`src/include/soc_config.svh`:
```
`ifndef SOC_CONFIG_SVH
`define SOC_CONFIG_SVH

// data path width.
`define XLEN 32

// memory depths in words.
`define DMEM_WORDS 1024
`define IMEM_WORDS 1024

// byte offset bits below the word index.
`define WORD_LSB 2

// bit 16 low is data memory, high is the peripheral space.
`define REGION_BIT 16

// peripheral select field.
`define SEL_MSB 15
`define SEL_LSB 13

// gpio pin count.
`define GPIO_W 16

`endif

```
`src/design/soc_pkg.sv`:
```
package soc_pkg;

    // peripheral slot, taken from the select field when bit 16 is high.
    typedef enum logic [2:0] {
        PSEL_UART  = 3'd0,
        PSEL_I2C   = 3'd1,
        PSEL_QSPI  = 3'd2,
        PSEL_TIMER = 3'd3,
        PSEL_USB   = 3'd4,
        PSEL_GPIO  = 3'd5,
        PSEL_IMEM0 = 3'd6,
        PSEL_IMEM1 = 3'd7
    } periph_sel_e;

    // timer word offsets, address bits 3:2.
    typedef enum logic [1:0] {
        TMR_CTRL    = 2'd0,
        TMR_COUNT   = 2'd1,
        TMR_COMPARE = 2'd2,
        TMR_STATUS  = 2'd3
    } timer_reg_e;

    // gpio word offset, address bit 2.
    typedef enum logic [0:0] {
        GPIO_OUT = 1'b0,
        GPIO_IN  = 1'b1
    } gpio_reg_e;

endpackage

```
`src/design/gpio.sv`:
```
`include "soc_config.svh"

module gpio (
    input  logic                  clk_i,
    input  logic                  rst_i,
    input  logic                  we_i,
    input  logic [`GPIO_W/8-1:0]  be_i,
    input  logic [0:0]            addr_i,
    input  logic [`GPIO_W-1:0]    wdata_i,
    input  logic [`GPIO_W-1:0]    pins_i,
    output logic [`XLEN-1:0]      rdata_o,
    output logic [`GPIO_W-1:0]    pins_o
);
    import soc_pkg::*;

    localparam int NB = `GPIO_W / 8;

    gpio_reg_e          reg_sel;
    logic [`GPIO_W-1:0] out_q;

    assign reg_sel = gpio_reg_e'(addr_i);

    always_ff @(posedge clk_i) begin
        if (rst_i) begin
            out_q <= '0;
        end else if (we_i && reg_sel == GPIO_OUT) begin
            for (int i = 0; i < NB; i++) begin
                if (be_i[i]) begin
                    out_q[8*i +: 8] <= wdata_i[8*i +: 8];
                end
            end
        end
    end

    assign pins_o = out_q;

    // input pins are read unsynchronized.
    always_comb begin
        case (reg_sel)
            GPIO_OUT: rdata_o = {{(`XLEN-`GPIO_W){1'b0}}, out_q};
            GPIO_IN:  rdata_o = {{(`XLEN-`GPIO_W){1'b0}}, pins_i};
            default:  rdata_o = '0;
        endcase
    end

endmodule

```
`config.mk`:
```
export PLATFORM = sky130hd
export DESIGN_NAME = gpio
export DESIGN_NICKNAME = d
export VERILOG_FILES = /design/src/design/soc_pkg.sv /design/src/design/gpio.sv
export VERILOG_INCLUDE_DIRS = /design/src /design/src/include
export SDC_FILE = /design/constraint.sdc
export NUM_CORES = 1
export LEC_CHECK = 0
export BUFFER_PORTS_ARGS = -buffer_cell sky130_fd_sc_hd__buf_4
export CAP_MARGIN = 5
export CORE_UTILIZATION = 38
export CTS_CLUSTER_DIAMETER = 80
export CTS_CLUSTER_SIZE = 14
export DETAILED_ROUTE_END_ITERATION = 16
export PLACE_DENSITY = 0.9
export SYNTH_ARGS = -nofsm -noshare
export SYNTH_HDL_FRONTEND = slang
export SYNTH_SLANG_ARGS = --single-unit
```
`constraint.sdc`:
```
create_clock -name clk_i -period 0.94 [get_ports clk_i]
set_input_delay 0 -clock clk_i [delete_from_list [all_inputs] [get_ports clk_i]]
set_output_delay 0 -clock clk_i [all_outputs]
set_load 0.01 [all_outputs]
```
==> summary.txt <==
Place
  – Placed cell count: 200
  – Final GP Congestion: ~0.67
  – Port Buffers: between 60 and 70
  – Dpl hpwl: slightly below 2 mm

Routing
  – Post-route ant nets: 0
  – Met2 WL: 1.859 mm
  – DRT iter0 DRCs: 10
  – Detailed Routing Iterations Pass 1: 4
  – # DRC: 0
  – Wl on met1: 1.239 mm
  – Via/cell ratio: 4.660
  – Highest metal used: met4
  – Vias: 1095
  – DR WL met3: 164 um
  – Routed len/inst: 14.26 um
  – Routed WL: 3.351 mm

Logic synthesis
  – EDFF count, synth: 0
  – Cell area after synthesis: 1055 um2
  – Top cells by instance count after synthesis: nand2b_1, buf_4, dfxtp_1, mux2_2, mux2i_1
  – Synth Instances: 106
  – Ys async rst share: 0%
  – Most common cell in the synthesized netlist: nand2b_1
  – Top cell type's share of synthesized area: a little under a third
  – Synth area leader: dfxtp_1
  – Avg Cell Area, Syn: approximately 10 um2
  – Yosys warns: 0
  – Yosys reg bits: 16
  – Synth cell types: 9
  – Synth Flop Type: dfxtp_1
  – Post-synthesis sequential area ratio: 30.37%
  – Top cells by area, synth: dfxtp_1, nand2b_1, mux2_2

Final layout
  – Fin cells: 235
  – Diodes inserted: 0
  – Area Overhead vs Synth: 88.49%
  – Max reg flops: 16
  – Share of cells above drive strength 1: 60.49%
  – Nets: 244

Die
  – IO Count: 86
  – Die X: roughly 55 um
  – Number of placement rows: 18
  – Die Height: 54.69 um
  – Area of the die: 2990 um2
  – Effective utilization at floorplan: between 40% and 50%
  – Core Area: roughly 2500 um2

Pwr
  – Leak: about 0.99 nW
  – Max IR drop VDD: 0.0006011 V
  – Power per cell area: about 930 nW/um2

Status
  – Run status: finished, violations left
  – Failing checks: setup timing

Global route
  – Total track usage: 22.46%
  – GRT overflow: 0
  – Vias in the first global route: 1082
  – First-pass GRT wire length: roughly 4.7 mm
  – Largest net degree at the start of global routing: 33
  – Antenna violations before repair: 0

STA
  – Final period util: 109.3%
  – RSZ-0062 raised after global routing: true
  – Final hold violations: 0
  – Setup-failing EPs final: 16
  – Slew Viols, Final: 0
  – Fin worst setup slack: -87.35 ps
  – Crit path time final: 1027 ps
  – Final Skew: 0 ps
  – Max Freq: about 970 MHz
  – Min Hold Slack: 3.824 ps

Worst setup path
  – Reg-to-Reg Start: pins_o[10]$_SDFFE_PP0P_
  – R2R Setup Slk: 190 ps
  – Critical path endpoint category: output pin
  – R2r worst-path depth: 3
  – CP max FO: 2
  – Worst path arrival time: 1030 ps
  – Critical Path Start: pins_o[6]$_SDFFE_PP0P_
  – Critical R2R Capture: pins_o[10]$_SDFFE_PP0P_
  – Type of origin of the critical path: flop
  – CP Class: flop to output pin
  – Data required, critical path: 940 ps
  – Worst Setup EP: rdata_o[6]

Flow run
  – Max Cap Viol: 0

Clocking
  – Root Driver: clkbuf_4
  – Bufs on Longest Clock Path: 2
  – H-tree levels: 1
  – CTS tree: built
  – Clk pin slew, worst setup/hold paths: ~110 ps
  – TritonCTS buffer count: 3
  – Clock Sinks: 16
  – Worst-Skew Late Latency: 280 ps

Worst hold path
  – Hold Crit Class: input pin to flop
  – Hold Path Depth: 3
-- timing repair --
item,4_1_cts,5_1_grt
endpoints found under the setup margin,16,16
pin swaps,0,0
buffers inserted,16,0
resized for setup,46,2
hold buffers,15,0
endpoints found under the hold margin,15,0
-- logic make-up (layout without fill, tap and decap cells) --
kind of cell / Yosys count / in the layout / share of synthesized area [%]
buf+inv: 23 / 107 / 16.37
flops: 16 / 16 / 30.37
mux: 32 / 32 / 32.27
other cells: 1 / 16 / 0.3555
simple gates: 34 / 34 / 20.64
-- metal layers --
metal	vias up	track usage [%]
met5	-	0
met4	0	11.97
met3	10	1.944
met2	53	42.37
met1	520	24.13
li1	512	-
-- worst max-delay path, stage by stage (launching register included) --
cell     delay (ps)
dfxtp_2         350
mux2_4          270
buf_6           120
-- report_power, final --
part,internal (mW),switching [mW],total (mW)
Clock,0.236,0.236,0.471
Sequential,0.706,0.0144,0.720
Combinational,0.413,0.239,0.652
Total,1.35,0.489,1.84
-- layout by cell type (no fill, tap or decap), drive strengths merged --
| cell | count |
|---|---|
| dfxtp | 16 |
| buf | 88 |
| dlygate4sd3 | 15 |
| and3b | 2 |
| mux2i | 16 |
| conb | 16 |
| nand2b | 32 |
| mux2 | 16 |
| clkbuf | 4 |
-- area by class of cell --
type,count,area (um2)
Clock buffer,4,36.28
Fill cell,165,556.8
Multi-Input combinational cell,82,678.2
Sequential cell,16,340.3
Tap cell,30,37.54
Timing Repair Buffer,103,895.9
-- worst min path at each step --
| stage | startpoint | endpoint |
|---|---|---|
| finish | wdata_i[1] | pins_o[1]$_SDFFE_PP0P_ |
| CTS | wdata_i[1] | pins_o[1]$_SDFFE_PP0P_ |
| floorplan | pins_i[0] | rdata_o[0] |
| global placement | wdata_i[7] | pins_o[7]$_SDFFE_PP0P_ |
| global route | wdata_i[1] | pins_o[1]$_SDFFE_PP0P_ |
| detailed placement | wdata_i[3] | pins_o[3]$_SDFFE_PP0P_ |
-- metrics by stage --
| stage | setup WS, ps | instance area, um2 | utilization (%) | setup TNS (ps) | total power [mW] |
|---|---|---|---|---|---|
| final | -87.35 | 1988 | 78.12 | -1169 | 1.844 |
| after global routing | -123.1 | 1988 | 78.12 | -1652 | 1.927 |
| after CTS | -78.72 | 1981 | 77.83 | -1061 | 1.818 |
| after detailed placement | 103.9 | 1541 | 60.57 | 0 | 1.213 |
| after global placement | 149.3 | 1541 | 60.57 | 0 | 1.198 |
| after floorplan | 244.2 | 1111 | - | 0 | 1.010 |
Note: power is estimated with default switching activity, not from simulation.
