--- src/include/soc_config.svh ---
`ifndef SOC_CONFIG_SVH
`define SOC_CONFIG_SVH

// data path width.
`define XLEN 32

// memory depths in words.
`define DMEM_WORDS 1024
`define IMEM_WORDS 1024

// byte offset bits below the word index.
`define WORD_LSB 2

// bit 16 low is data memory, high is the peripheral space.
`define REGION_BIT 16

// peripheral select field.
`define SEL_MSB 15
`define SEL_LSB 13

// gpio pin count.
`define GPIO_W 16

`endif

--- src/design/soc_pkg.sv ---
package soc_pkg;

    // peripheral slot, taken from the select field when bit 16 is high.
    typedef enum logic [2:0] {
        PSEL_UART  = 3'd0,
        PSEL_I2C   = 3'd1,
        PSEL_QSPI  = 3'd2,
        PSEL_TIMER = 3'd3,
        PSEL_USB   = 3'd4,
        PSEL_GPIO  = 3'd5,
        PSEL_IMEM0 = 3'd6,
        PSEL_IMEM1 = 3'd7
    } periph_sel_e;

    // timer word offsets, address bits 3:2.
    typedef enum logic [1:0] {
        TMR_CTRL    = 2'd0,
        TMR_COUNT   = 2'd1,
        TMR_COMPARE = 2'd2,
        TMR_STATUS  = 2'd3
    } timer_reg_e;

    // gpio word offset, address bit 2.
    typedef enum logic [0:0] {
        GPIO_OUT = 1'b0,
        GPIO_IN  = 1'b1
    } gpio_reg_e;

endpackage

--- src/design/timer.sv ---
`include "soc_config.svh"

module timer (
    input  logic                clk_i,
    input  logic                rst_i,
    input  logic                we_i,
    input  logic [`XLEN/8-1:0]  be_i,
    input  logic [1:0]          addr_i,
    input  logic [`XLEN-1:0]    wdata_i,
    input  logic                irq_ack_i,
    output logic [`XLEN-1:0]    rdata_o,
    output logic                irq_o
);
    import soc_pkg::*;

    localparam int NB = `XLEN / 8;

    function automatic logic [`XLEN-1:0] merge_bytes(
        input logic [`XLEN-1:0] old_v,
        input logic [`XLEN-1:0] new_v,
        input logic [NB-1:0]    be
    );
        logic [`XLEN-1:0] res;
        res = old_v;
        for (int i = 0; i < NB; i++) begin
            if (be[i]) begin
                res[8*i +: 8] = new_v[8*i +: 8];
            end
        end
        return res;
    endfunction

    timer_reg_e       reg_sel;
    logic [1:0]       ctrl_q;    // bit 0 enable, bit 1 irq enable.
    logic [`XLEN-1:0] count_q;
    logic [`XLEN-1:0] compare_q;
    logic             pending_q;
    logic             match;

    assign reg_sel = timer_reg_e'(addr_i);
    assign match   = ctrl_q[0] && (count_q == compare_q);

    always_ff @(posedge clk_i) begin
        if (rst_i) begin
            ctrl_q <= '0;
        end else if (we_i && reg_sel == TMR_CTRL && be_i[0]) begin
            ctrl_q <= wdata_i[1:0];
        end
    end

    always_ff @(posedge clk_i) begin
        if (rst_i) begin
            count_q <= '0;
        end else if (we_i && reg_sel == TMR_COUNT) begin
            count_q <= merge_bytes(count_q, wdata_i, be_i); // load wins over counting.
        end else if (match) begin
            count_q <= '0;
        end else if (ctrl_q[0]) begin
            count_q <= count_q + 1'b1;
        end
    end

    always_ff @(posedge clk_i) begin
        if (rst_i) begin
            compare_q <= '0;
        end else if (we_i && reg_sel == TMR_COMPARE) begin
            compare_q <= merge_bytes(compare_q, wdata_i, be_i);
        end
    end

    // a new match beats the acknowledge.
    always_ff @(posedge clk_i) begin
        if (rst_i) begin
            pending_q <= 1'b0;
        end else if (match) begin
            pending_q <= 1'b1;
        end else if (irq_ack_i) begin
            pending_q <= 1'b0;
        end
    end

    always_comb begin
        case (reg_sel)
            TMR_CTRL:    rdata_o = {{(`XLEN-2){1'b0}}, ctrl_q};
            TMR_COUNT:   rdata_o = count_q;
            TMR_COMPARE: rdata_o = compare_q;
            TMR_STATUS:  rdata_o = {{(`XLEN-1){1'b0}}, pending_q};
            default:     rdata_o = '0;
        endcase
    end

    assign irq_o = pending_q & ctrl_q[1]; // level irq.

endmodule

--- config.mk ---
export PLATFORM = sky130hd
export DESIGN_NAME = timer
export DESIGN_NICKNAME = d
export VERILOG_FILES = /design/src/design/soc_pkg.sv /design/src/design/timer.sv
export VERILOG_INCLUDE_DIRS = /design/src /design/src/include
export SDC_FILE = /design/constraint.sdc
export NUM_CORES = 1
export LEC_CHECK = 0
export ABC_AREA = 0
export BUFFER_PORTS_ARGS = -buffer_cell sky130_fd_sc_hd__buf_4
export CAP_MARGIN = 20
export CORE_ASPECT_RATIO = 1.25
export CORE_UTILIZATION = 40
export CTS_CLUSTER_DIAMETER = 30
export DETAILED_ROUTE_END_ITERATION = 7
export PLACE_DENSITY = 0.57
export SLEW_MARGIN = 20
export SYNTH_ARGS = -nofsm -noshare
export SYNTH_HDL_FRONTEND = slang
export SYNTH_SLANG_ARGS = --single-unit
--- constraint.sdc ---
create_clock -name clk_i -period 5.64 [get_ports clk_i]
set_input_delay 0.282 -clock clk_i [delete_from_list [all_inputs] [get_ports clk_i]]
set_output_delay 0.282 -clock clk_i [all_outputs]
set_load 0.005 [all_outputs]
==> implementation parameters, run 1 <==
Parameter                              Value

Run status
  Outcome ... complete, no violations

Synthesis
  Post-Synthesis Cells ... 562
  Dominant cells by area after synthesis ... sky130_fd_sc_hd__dfxtp_1, sky130_fd_sc_hd__nand2_1, sky130_fd_sc_hd__xnor2_1
  EDFF count, synth ... 0
  Synthesized cell area ... 0.00432 mm²
  Synthesized Nets ... 605
  Library cell with the largest summed area after synthesis ... sky130_fd_sc_hd__dfxtp_1
  Count of yosys warnings during synthesis ... 0
  Synth top area share ... 0.310
  Most instantiated flip-flop cell in the synthesis netlist ... sky130_fd_sc_hd__dfxtp_1
  Flip-flop and latch count after synthesis ... 67
  Seq/Total Area, Yosys ... 0.310
  FFs w/ async S/R, synth ... 0
  Average cell area after synthesis ... 7.69 µm²
  Unique masters post-synth ... 62

Detailed routing
  Via density per instance ... 6.02
  Total detailed-routing wirelength ... 14.2 mm
  Initial drt markers ... 309
  DRC violation count after routing ... 0
  Count of nets left with antenna violations after detail routing ... 0
  Routed length per instance ... 19.2 µm
  Uppermost metal layer occupied by signal nets ... met4
  Total via count in the routed design ... 4450
  Routed wire length on met2 ... 7.04 mm
  DR pass1 iterations ... 5
  Total routed wire length on the met1 layer ... 6.05 mm
  Metal3 WL ... 794 µm

Critical path
  Worst EP arrival ... 2.93 ns
  Worst setup path class ... in -> reg
  Worst Setup End Kind ... flop
  Worst setup SP type ... primary input
  Critical Path RT ... 5.91 ns
  Biggest fanout along the worst timing path ... 27

Floorplan
  Core Area ... 0.0106 mm²
  Die Y ... 118 µm
  Total number of placement rows ... 42
  Die footprint ... 0.0112 mm²
  Die span in x ... 95.0 µm
  Count of pins on the block boundary ... 75
  Initial Util ... 0.409

Place
  Estimated wirelength of the detail-placed design ... 9.73 mm
  Final GP Congestion ... 0.886
  PortBufs ... 74

STA
  Final setup skew ... 0.00865 ns
  Highest achievable clock rate ... 377 MHz
  Final critical path time including I/O delays and setup ... 2.65 ns
  Number of endpoints with negative hold slack in the final report ... 0
  Max Transition Viols Final ... 0
  Unrepaired setup endpoints after global routing ... no
  Worst Max-Slew Pin Slew ... 0.969 ns
  Period Utilization, post-route ... 0.470
  Worst slew slack as a fraction of its limit ... 0.354
  Setup TNS ... 0 ns
  Setup Viol. Count Final ... 0

GRT
  Total global routing track utilization ... 0.261
  Global-route wire length before repair ... 22.3 mm
  Vias in the first global route ... 4240
  GRT Residual Overflow ... 0
  Initial antenna violation count ... 0
  Largest net degree at the start of global routing ... 74

Layout
  Sequential Area ... 0.00134 mm²
  Area taken by multi-input logic gates ... 0.00273 mm²
  # fillers ... 1056
  Most used cells in the layout excluding fill and tap cells ... sky130_fd_sc_hd__nand2_1, sky130_fd_sc_hd__buf_4, sky130_fd_sc_hd__dfxtp_1
  Share of cells above drive strength 1 ... 0.183
  Diode count ... 0
  Layout-stage area growth over the synthesis result ... 19.3%
  Most common library cell in the layout ignoring fill and taps ... sky130_fd_sc_hd__nand2_1
  # nets final ... 645

Clocking
  Longest Clk Path Bufs ... 2
  Clock transition at path regs ... 0.06 ns
  CTS Root Buffer Type ... sky130_fd_sc_hd__clkbuf_16
  Clock buffer count from CTS ... 9
  Count of hold-fix buffers inserted at cts ... 0
  Number of setup buffers added after CTS ... 0
  Clock latency on the worst-skew pair ... 0.35 ns
  Total clock sinks ... 67
  Max H-tree Level ... 3
  Number of resized instances in the post-cts repair step ... 0
  TritonCTS clock tree ... built

Power
  Overall power after layout ... 1.34 mW
  Leakage power ... 1.89 nW
  Peak supply drop ... 0.179 mV
  Power density over cell area ... 259 mW/mm²

Flow run
  Max-cap violations ... 0

Worst hold path
  Min-Delay Path Class ... in -> reg
logic make-up after synthesis:
kind of cell | share of synthesized area
DFF | 0.310
buffers and inverters | 0.0593
muxes | 0.0122
xor gates and xnor gates | 0.0709
AOI/OAI and AO/OA | 0.276
and+or+nand+nor | 0.269
adders and majority gates | 0.00289
stage by stage:
step | hold slack, ns | util | setup slack [ns] | area, µm² | cells
floorplan | 0.418 | - | 3.82 | 4320 | 562
global placement | 0.469 | 0.458 | 2.79 | 4840 | 723
detailed placement | 0.478 | 0.458 | 2.66 | 4840 | 723
CTS | 0.184 | 0.488 | 3.01 | 5160 | 739
global route | 0.192 | 0.488 | 2.72 | 5160 | 739
finish | 0.185 | 0.488 | 2.99 | 5160 | 739
worst paths after layout:
| check | from | endpoint | slack, ns | depth (start not counted) |
|---|---|---|---|---|
| max reg2reg | count_q[8] | count_q[3] | 2.99 | 6 |
| min reg2reg | compare_q[22] | compare_q[22] | 0.48 | 2 |
| min | wdata_i[0] | ctrl_q[0] | 0.18 | 3 |
| max | addr_i[1] | count_q[3] | 2.99 | 7 |
report_power, final:
group / internal [mW] / total (mW) / switching, mW
logic: 0.0831 / 0.197 / 0.114
clock network: 0.386 / 0.610 / 0.224
registers: 0.493 / 0.531 / 0.0380
total: 0.962 / 1.34 / 0.376
area by class of cell:
type	instances	area share
Inverter	7	0.00509
Tap cell	132	0.0320
Clock inverter	7	0.0179
Multi-Input combinational cell	440	0.529
Clock buffer	9	0.0437
Sequential cell	67	0.260
Timing Repair Buffer	77	0.112
sequential cells by signal, indices dropped and copies added (netlist names):
name       flops
ctrl_q         2
count_q       32
pending_q      1
compare_q     32
worst max-delay path: stages:
cell	delay, ns
sky130_fd_sc_hd__buf_4	0.14
sky130_fd_sc_hd__nand3b_2	0.63
sky130_fd_sc_hd__nand2_1	0.93
sky130_fd_sc_hd__o21ai_1	0.43
sky130_fd_sc_hd__a31oi_1	0.25
sky130_fd_sc_hd__o21ai_0	0.12
sky130_fd_sc_hd__a31oi_1	0.14
synthesized netlist by cell type, types with 2 or more instances:
cell	instances
sky130_fd_sc_hd__and2_1	5
sky130_fd_sc_hd__o31ai_1	4
sky130_fd_sc_hd__nor3_1	7
sky130_fd_sc_hd__nor2_1	23
sky130_fd_sc_hd__o21ai_0	19
sky130_fd_sc_hd__nand4_1	13
sky130_fd_sc_hd__xnor2_1	34
sky130_fd_sc_hd__clkbuf_1	26
sky130_fd_sc_hd__nor2b_1	2
sky130_fd_sc_hd__o41ai_1	3
sky130_fd_sc_hd__dfxtp_1	67
sky130_fd_sc_hd__a31oi_1	11
sky130_fd_sc_hd__nand2_1	97
sky130_fd_sc_hd__nand4_2	2
sky130_fd_sc_hd__or2_2	3
sky130_fd_sc_hd__or4_1	2
sky130_fd_sc_hd__buf_6	2
sky130_fd_sc_hd__a22o_1	31
sky130_fd_sc_hd__inv_1	6
sky130_fd_sc_hd__nand4_4	2
sky130_fd_sc_hd__and3_1	10
sky130_fd_sc_hd__a21o_1	3
sky130_fd_sc_hd__nor4_1	3
sky130_fd_sc_hd__and4_1	6
sky130_fd_sc_hd__a221oi_1	2
sky130_fd_sc_hd__mux2i_1	3
sky130_fd_sc_hd__a21oi_1	59
sky130_fd_sc_hd__nand3_1	33
sky130_fd_sc_hd__buf_4	4
sky130_fd_sc_hd__o22ai_1	6
sky130_fd_sc_hd__buf_2	15
sky130_fd_sc_hd__o21ai_1	2
sky130_fd_sc_hd__nand3b_1	2
sky130_fd_sc_hd__nand2b_1	5
sky130_fd_sc_hd__o211ai_1	4
sky130_fd_sc_hd__nor4b_4	2
sky130_fd_sc_hd__a32oi_1	10
sky130_fd_sc_hd__a22oi_1	4
sky130_fd_sc_hd__a211oi_1	7
metal layers:
layer | vias up | global-route usage
met5 | - | 0
met4 | 0 | 0.100
met3 | 22 | 0.0457
met2 | 175 | 0.434
met1 | 2096 | 0.330
li1 | 2157 | -
No activity file was read; power rests on OpenSTA's default activity.
==> run 2: changes to the inputs <==
clock period = 2.7 ns   (was 5.64 ns; I/O delays follow)
==> run 2 against run 1 <==
  * Non-clock buffer count is 15 higher
  * Routed wire length grew 4.7%
  * Critical path depth fell by 1
  * Largest power group unchanged
  * Sequential share of layout area decreased by 0.71 points
  * Combinational power rose by 140%
  * Utilization grew 1.4 points
  * Clock power up 120%
  * Largest cell class unchanged
  * Final cell count is 2.0% higher
  * Design area rose by 2.8%
  * Via count increased by 2.4%
  * Die area is the same
==> implementation parameters, run 2 (synthesis gave the netlist of run 1 again) <==
Parameter                              Value

Flow run
  Max-cap violations ... 0

Layout
  Share of cells above drive strength 1 ... 0.203
  Final Non-Filler Cells ... 754
  Top Registers ... compare_q x32, count_q x32, ctrl_q x2
  Diode count ... 0
  # nets final ... 660
  Most common library cell in the layout ignoring fill and taps ... sky130_fd_sc_hd__nand2_1
  Most used cells in the layout excluding fill and tap cells ... sky130_fd_sc_hd__nand2_1, sky130_fd_sc_hd__buf_4, sky130_fd_sc_hd__dfxtp_1
  Layout-stage area growth over the synthesis result ... 22.7%

STA
  Setup Viol. Count Final ... 0
  Worst Max-Slew Pin Slew ... 0.715 ns
  Final setup skew ... 0.00827 ns
  Max Transition Viols Final ... 0
  Unrepaired setup endpoints after global routing ... no
  Setup TNS ... 0 ns
  Period Utilization, post-route ... 0.863
  Final critical path time including I/O delays and setup ... 2.33 ns
  Worst slew slack as a fraction of its limit ... 0.523
  Highest achievable clock rate ... 429 MHz
  Number of endpoints with negative hold slack in the final report ... 0

Floorplan
  Total number of placement rows ... 42
  Die span in x ... 95.0 µm
  Die footprint ... 0.0112 mm²
  Initial Util ... 0.409
  Core Area ... 0.0106 mm²
  Count of pins on the block boundary ... 75
  Die Y ... 118 µm

Place
  Instance count after placement with tap cells included ... 738
  Final GP Congestion ... 0.883
  Estimated wirelength of the detail-placed design ... 10.6 mm
  PortBufs ... 74

Clocking
  Total clock sinks ... 67
  CTS Root Buffer Type ... sky130_fd_sc_hd__clkbuf_16
  Count of hold-fix buffers inserted at cts ... 0
  Clock latency on the worst-skew pair ... 0.35 ns
  Clock buffer count from CTS ... 9
  Number of setup buffers added after CTS ... 0
  Longest Clk Path Bufs ... 2
  Clock transition at path regs ... 0.06 ns
  Max H-tree Level ... 3
  Number of resized instances in the post-cts repair step ... 0
  TritonCTS clock tree ... built

GRT
  Initial antenna violation count ... 0
  Total global routing track utilization ... 0.278
  GRT Residual Overflow ... 0
  Largest net degree at the start of global routing ... 60
  Global-route wire length before repair ... 23.7 mm
  Vias in the first global route ... 4400

Power
  Peak supply drop ... 0.326 mV
  Power density over cell area ... 544 mW/mm²
  Leakage power ... 1.97 nW

Detailed routing
  Via density per instance ... 6.05
  Initial drt markers ... 253
  DRC violation count after routing ... 0
  Routed length per instance ... 19.7 µm
  DR pass1 iterations ... 6
  Total detailed-routing wirelength ... 14.9 mm
  Count of nets left with antenna violations after detail routing ... 0
  Total via count in the routed design ... 4559

Critical path
  CP cell instances ... xnor2_1 > nand4_1 > nor3_4 > nand4_4 > nand2_1 > a31oi_1
  Buffers and inverters on the worst path ... 0
  Slowest stage delay, CP ... 0.53 ns
  CP top delay family ... simple AND/OR/NAND/NOR gates
  Worst setup SP type ... flop
  Worst Setup End Kind ... flop
  Worst EP arrival ... 2.53 ns
  Worst setup path class ... reg -> reg
  Biggest fanout along the worst timing path ... 11
  Master of the slowest instance on the critical path ... sky130_fd_sc_hd__dfxtp_1
  Critical Path RT ... 2.90 ns

Run status
  Outcome ... complete, no violations

Worst hold path
  Min-Delay Path Class ... in -> reg
-- run 2: cell types whose count changed in the layout (fill, tap and decap cells not counted) --
| cell | delta |
|---|---|
| sky130_fd_sc_hd__buf_4 | +14 |
| sky130_fd_sc_hd__clkbuf_8 | +2 |
| sky130_fd_sc_hd__buf_12 | +1 |
| sky130_fd_sc_hd__clkinv_2 | -3 |
| sky130_fd_sc_hd__clkinvlp_4 | +1 |
-- run 2: layout make-up --
type	count	area (µm²)
multi-input combinational	440	2730
timing repair buffer	92	703
inverter	7	26.3
clock inverter	5	85.1
clock buffer	11	253
tap	132	165
fill	1072	5260
sequential	67	1340
-- run 2: stage by stage --
step                      utilization  hold slack, ns  cell area [µm²]  worst slack, ns  power (mW)
after floorplan                     -           0.271             4320            0.882        1.38
after global placement          0.470           0.395             4970            0.448        1.57
after detailed placement        0.470           0.402             4970            0.445        1.57
after CTS                       0.502          0.0419             5300            0.395        2.89
after global routing            0.502          0.0434             5300            0.261        2.99
final                           0.502          0.0463             5300            0.371        2.88
-- run 2: power breakdown --
group	switching (mW)	internal, mW
logic	0.265	0.198
registers	0.0607	1.03
clock network	0.468	0.862
total	0.794	2.09
-- run 2: path summary, 6_finish.rpt --
| path | start | end | slack, ns | depth (start not counted) |
|---|---|---|---|---|
| worst max-delay path | count_q[17] | count_q[3] | 0.37 | 6 |
| worst max register to register | count_q[17] | count_q[3] | 0.37 | 6 |
| worst min-delay path | wdata_i[28] | compare_q[28] | 0.05 | 3 |
| worst min register to register | compare_q[12] | compare_q[12] | 0.48 | 2 |
-- run 2: per-layer routing --
layer,track usage,wire length (µm)
met1,0.362,6470
met2,0.438,7250
met3,0.0560,715
met4,0.118,436
met5,0,0
-- run 2: worst reg2reg max path, stage by stage, from the launching register on --
cell and delay (ns):
sky130_fd_sc_hd__dfxtp_1 0.53, sky130_fd_sc_hd__xnor2_1 0.23, sky130_fd_sc_hd__nand4_1 0.29, sky130_fd_sc_hd__nor3_4 0.31
sky130_fd_sc_hd__nand4_4 0.24, sky130_fd_sc_hd__nand2_1 0.43, sky130_fd_sc_hd__a31oi_1 0.17
==> run 3: changes to the inputs <==
BUFFER_PORTS_ARGS = default   (was -buffer_cell sky130_fd_sc_hd__buf_4)
DONT_BUFFER_PORTS = 1   (was default)
PLACE_DENSITY = 0.53   (was 0.57)
SLEW_MARGIN = 0   (was 20)
==> run 3 against run 2 <==
  * Sequential power is essentially flat
  * Fmax is 5.8% lower
  * First-iteration DRC count decreased by 14%
  * Largest cell class unchanged
  * Clock power barely moved
  * Clock skew fell by 0.0022 ns
  * Critical path depth is the same
  * Setup slack worse by 0.14 ns
==> implementation parameters, run 3 (synthesis gave the netlist of run 1 again) <==
Parameter                              Value

Clocking
  TritonCTS clock tree ... built
  Clock transition at path regs ... 0.06 ns
  Total clock sinks ... 67
  Clock latency on the worst-skew pair ... 0.34 ns
  Number of resized instances in the post-cts repair step ... 0
  Longest Clk Path Bufs ... 2
  CTS Root Buffer Type ... sky130_fd_sc_hd__clkbuf_16
  Max H-tree Level ... 3
  Count of hold-fix buffers inserted at cts ... 36
  Number of setup buffers added after CTS ... 0
  Clock buffer count from CTS ... 9

GRT
  Vias in the first global route ... 4151
  Global-route wire length before repair ... 22.7 mm
  GRT Residual Overflow ... 0
  Initial antenna violation count ... 0
  Total global routing track utilization ... 0.269
  Largest net degree at the start of global routing ... 71

Critical path
  Startpoint of the worst register-to-register path ... count_q[17]
  Worst setup SP type ... flop
  Critical Path RT ... 2.89 ns
  Worst Setup End Kind ... flop
  Biggest fanout along the worst timing path ... 14
  R2R cell count ... 6
  Worst setup path class ... reg -> reg
  CP cell instances ... xnor2_1 > nand4_1 > nor3_4 > nand4_4 > nand2_1 > a31oi_1
  R2R setup slack ... 0.23 ns
  Destination of the worst register-to-register timing path ... count_q[3]
  Slowest stage delay, CP ... 0.41 ns
  Master of the slowest instance on the critical path ... sky130_fd_sc_hd__nand2_1
  Worst EP arrival ... 2.66 ns

STA
  Setup TNS ... 0 ns
  Final setup skew ... 0.00608 ns
  Setup Viol. Count Final ... 0
  Final critical path time including I/O delays and setup ... 2.47 ns
  Worst slew slack as a fraction of its limit ... 0.525
  Worst Max-Slew Pin Slew ... 0.713 ns
  Highest achievable clock rate ... 404 MHz
  Max Transition Viols Final ... 0
  Number of endpoints with negative hold slack in the final report ... 0
  Unrepaired setup endpoints after global routing ... no
  Period Utilization, post-route ... 0.916

Run status
  Outcome ... complete, no violations

Detailed routing
  Via density per instance ... 6.19
  DRC violation count after routing ... 0
  Initial drt markers ... 218
  Total via count in the routed design ... 4390
  Total detailed-routing wirelength ... 14.9 mm
  DR pass1 iterations ... 5
  Count of nets left with antenna violations after detail routing ... 0
  Routed length per instance ... 21.0 µm

Flow run
  Max-cap violations ... 0

Power
  Leakage power ... 1.71 nW
  Peak supply drop ... 0.308 mV
  Overall power after layout ... 2.80 mW
  Power density over cell area ... 554 mW/mm²

Layout
  Area taken by multi-input logic gates ... 0.00274 mm²
  Diode count ... 0
  Most used cells in the layout excluding fill and tap cells ... sky130_fd_sc_hd__nand2_1, sky130_fd_sc_hd__dfxtp_1, sky130_fd_sc_hd__a21oi_1
  Share of cells above drive strength 1 ... 0.0780
  Final std cell area, no fill ... 0.00506 mm²
  Top Registers ... compare_q x32, count_q x32, ctrl_q x2
  Layout-stage area growth over the synthesis result ... 17.0%
  # nets final ... 615
  Most common library cell in the layout ignoring fill and taps ... sky130_fd_sc_hd__nand2_1
  # fillers ... 1075
  Sequential Area ... 0.00134 mm²

Place
  PortBufs ... 0
  Final GP Congestion ... 0.901
  Estimated wirelength of the detail-placed design ... 10.0 mm
  Area of placed instances ... 0.00435 mm²

Worst hold path
  Min-Delay Path Class ... in -> reg
  Endpoint of the worst hold-timing path ... count_q[25]
  Cell depth of the worst min-delay path ... 2
  Min-delay src ... be_i[3]

Floorplan
  Core Area ... 0.0106 mm²
  Total number of placement rows ... 42
  Count of pins on the block boundary ... 75
  Die span in x ... 95.0 µm
  Die Y ... 118 µm
  Initial Util ... 0.409
  Die footprint ... 0.0112 mm²
run 3: cell types whose count changed in the layout (fill, tap and decap cells not counted):
cell | previous run | this run
sky130_fd_sc_hd__clkbuf_1 | 0 | 1
sky130_fd_sc_hd__nor2b_2 | 2 | 1
sky130_fd_sc_hd__clkinv_4 | 2 | 0
sky130_fd_sc_hd__buf_4 | 91 | 11
sky130_fd_sc_hd__buf_12 | 1 | 0
sky130_fd_sc_hd__dlygate4sd3_1 | 0 | 35
sky130_fd_sc_hd__clkinv_2 | 0 | 1
sky130_fd_sc_hd__nor2b_4 | 0 | 1
sky130_fd_sc_hd__buf_16 | 0 | 1
run 3: where the power goes:
| group | switching (mW) | internal (mW) |
|---|---|---|
| Combinational | 0.219 | 0.168 |
| Clock | 0.451 | 0.857 |
| Sequential | 0.0749 | 1.03 |
run 3: layer usage:
| layer | vias to the layer above | track usage | share of wire |
|---|---|---|---|
| li1 | 2099 | - | - |
| met5 | - | 0 | 0 |
| met2 | 170 | 0.446 | 0.49 |
| met4 | 0 | 0.0890 | 0.019 |
| met3 | 25 | 0.0521 | 0.057 |
| met1 | 2096 | 0.345 | 0.43 |
run 3: worst max-delay path: cells and delay by family, from the launching register on:
kind	cells	cell delay, ns
DFF	1	0.40
AOI/OAI and AO/OA	1	0.13
and+or+nand+nor	4	1.37
xor gates and xnor gates	1	0.40
run 3: worst max-delay path by stage:
| stage | start | endpoint | slack [ns] |
|---|---|---|---|
| finish | count_q[17] | count_q[3] | 0.23 |
| global route | count_q[17] | count_q[3] | 0.10 |
| CTS | count_q[17] | count_q[3] | 0.20 |
| detailed placement | count_q[17] | count_q[3] | 0.20 |
| global placement | count_q[17] | count_q[3] | 0.30 |
| floorplan | count_q[0] | count_q[10] | 0.88 |
run 3: area by class of cell:
cell class / instances / area share
clock buffer: 12 / 0.0507
timing repair buffer: 47 / 0.0910
multi-input combinational: 440 / 0.541
clock inverter: 4 / 0.0143
tap: 132 / 0.0327
inverter: 7 / 0.00520
sequential: 67 / 0.265
run 3: per-stage QoR:
| stage | std cells | hold slack, ns | setup WS [ns] | util |
|---|---|---|---|---|
| after floorplan | 562 | 0.271 | 0.882 | - |
| after global placement | 657 | 0.209 | 0.296 | 0.412 |
| after detailed placement | 657 | 0.210 | 0.203 | 0.412 |
| after CTS | 709 | 0.00265 | 0.195 | 0.479 |
| after global routing | 709 | 0.0213 | 0.103 | 0.479 |
| final | 709 | 0.00751 | 0.228 | 0.479 |
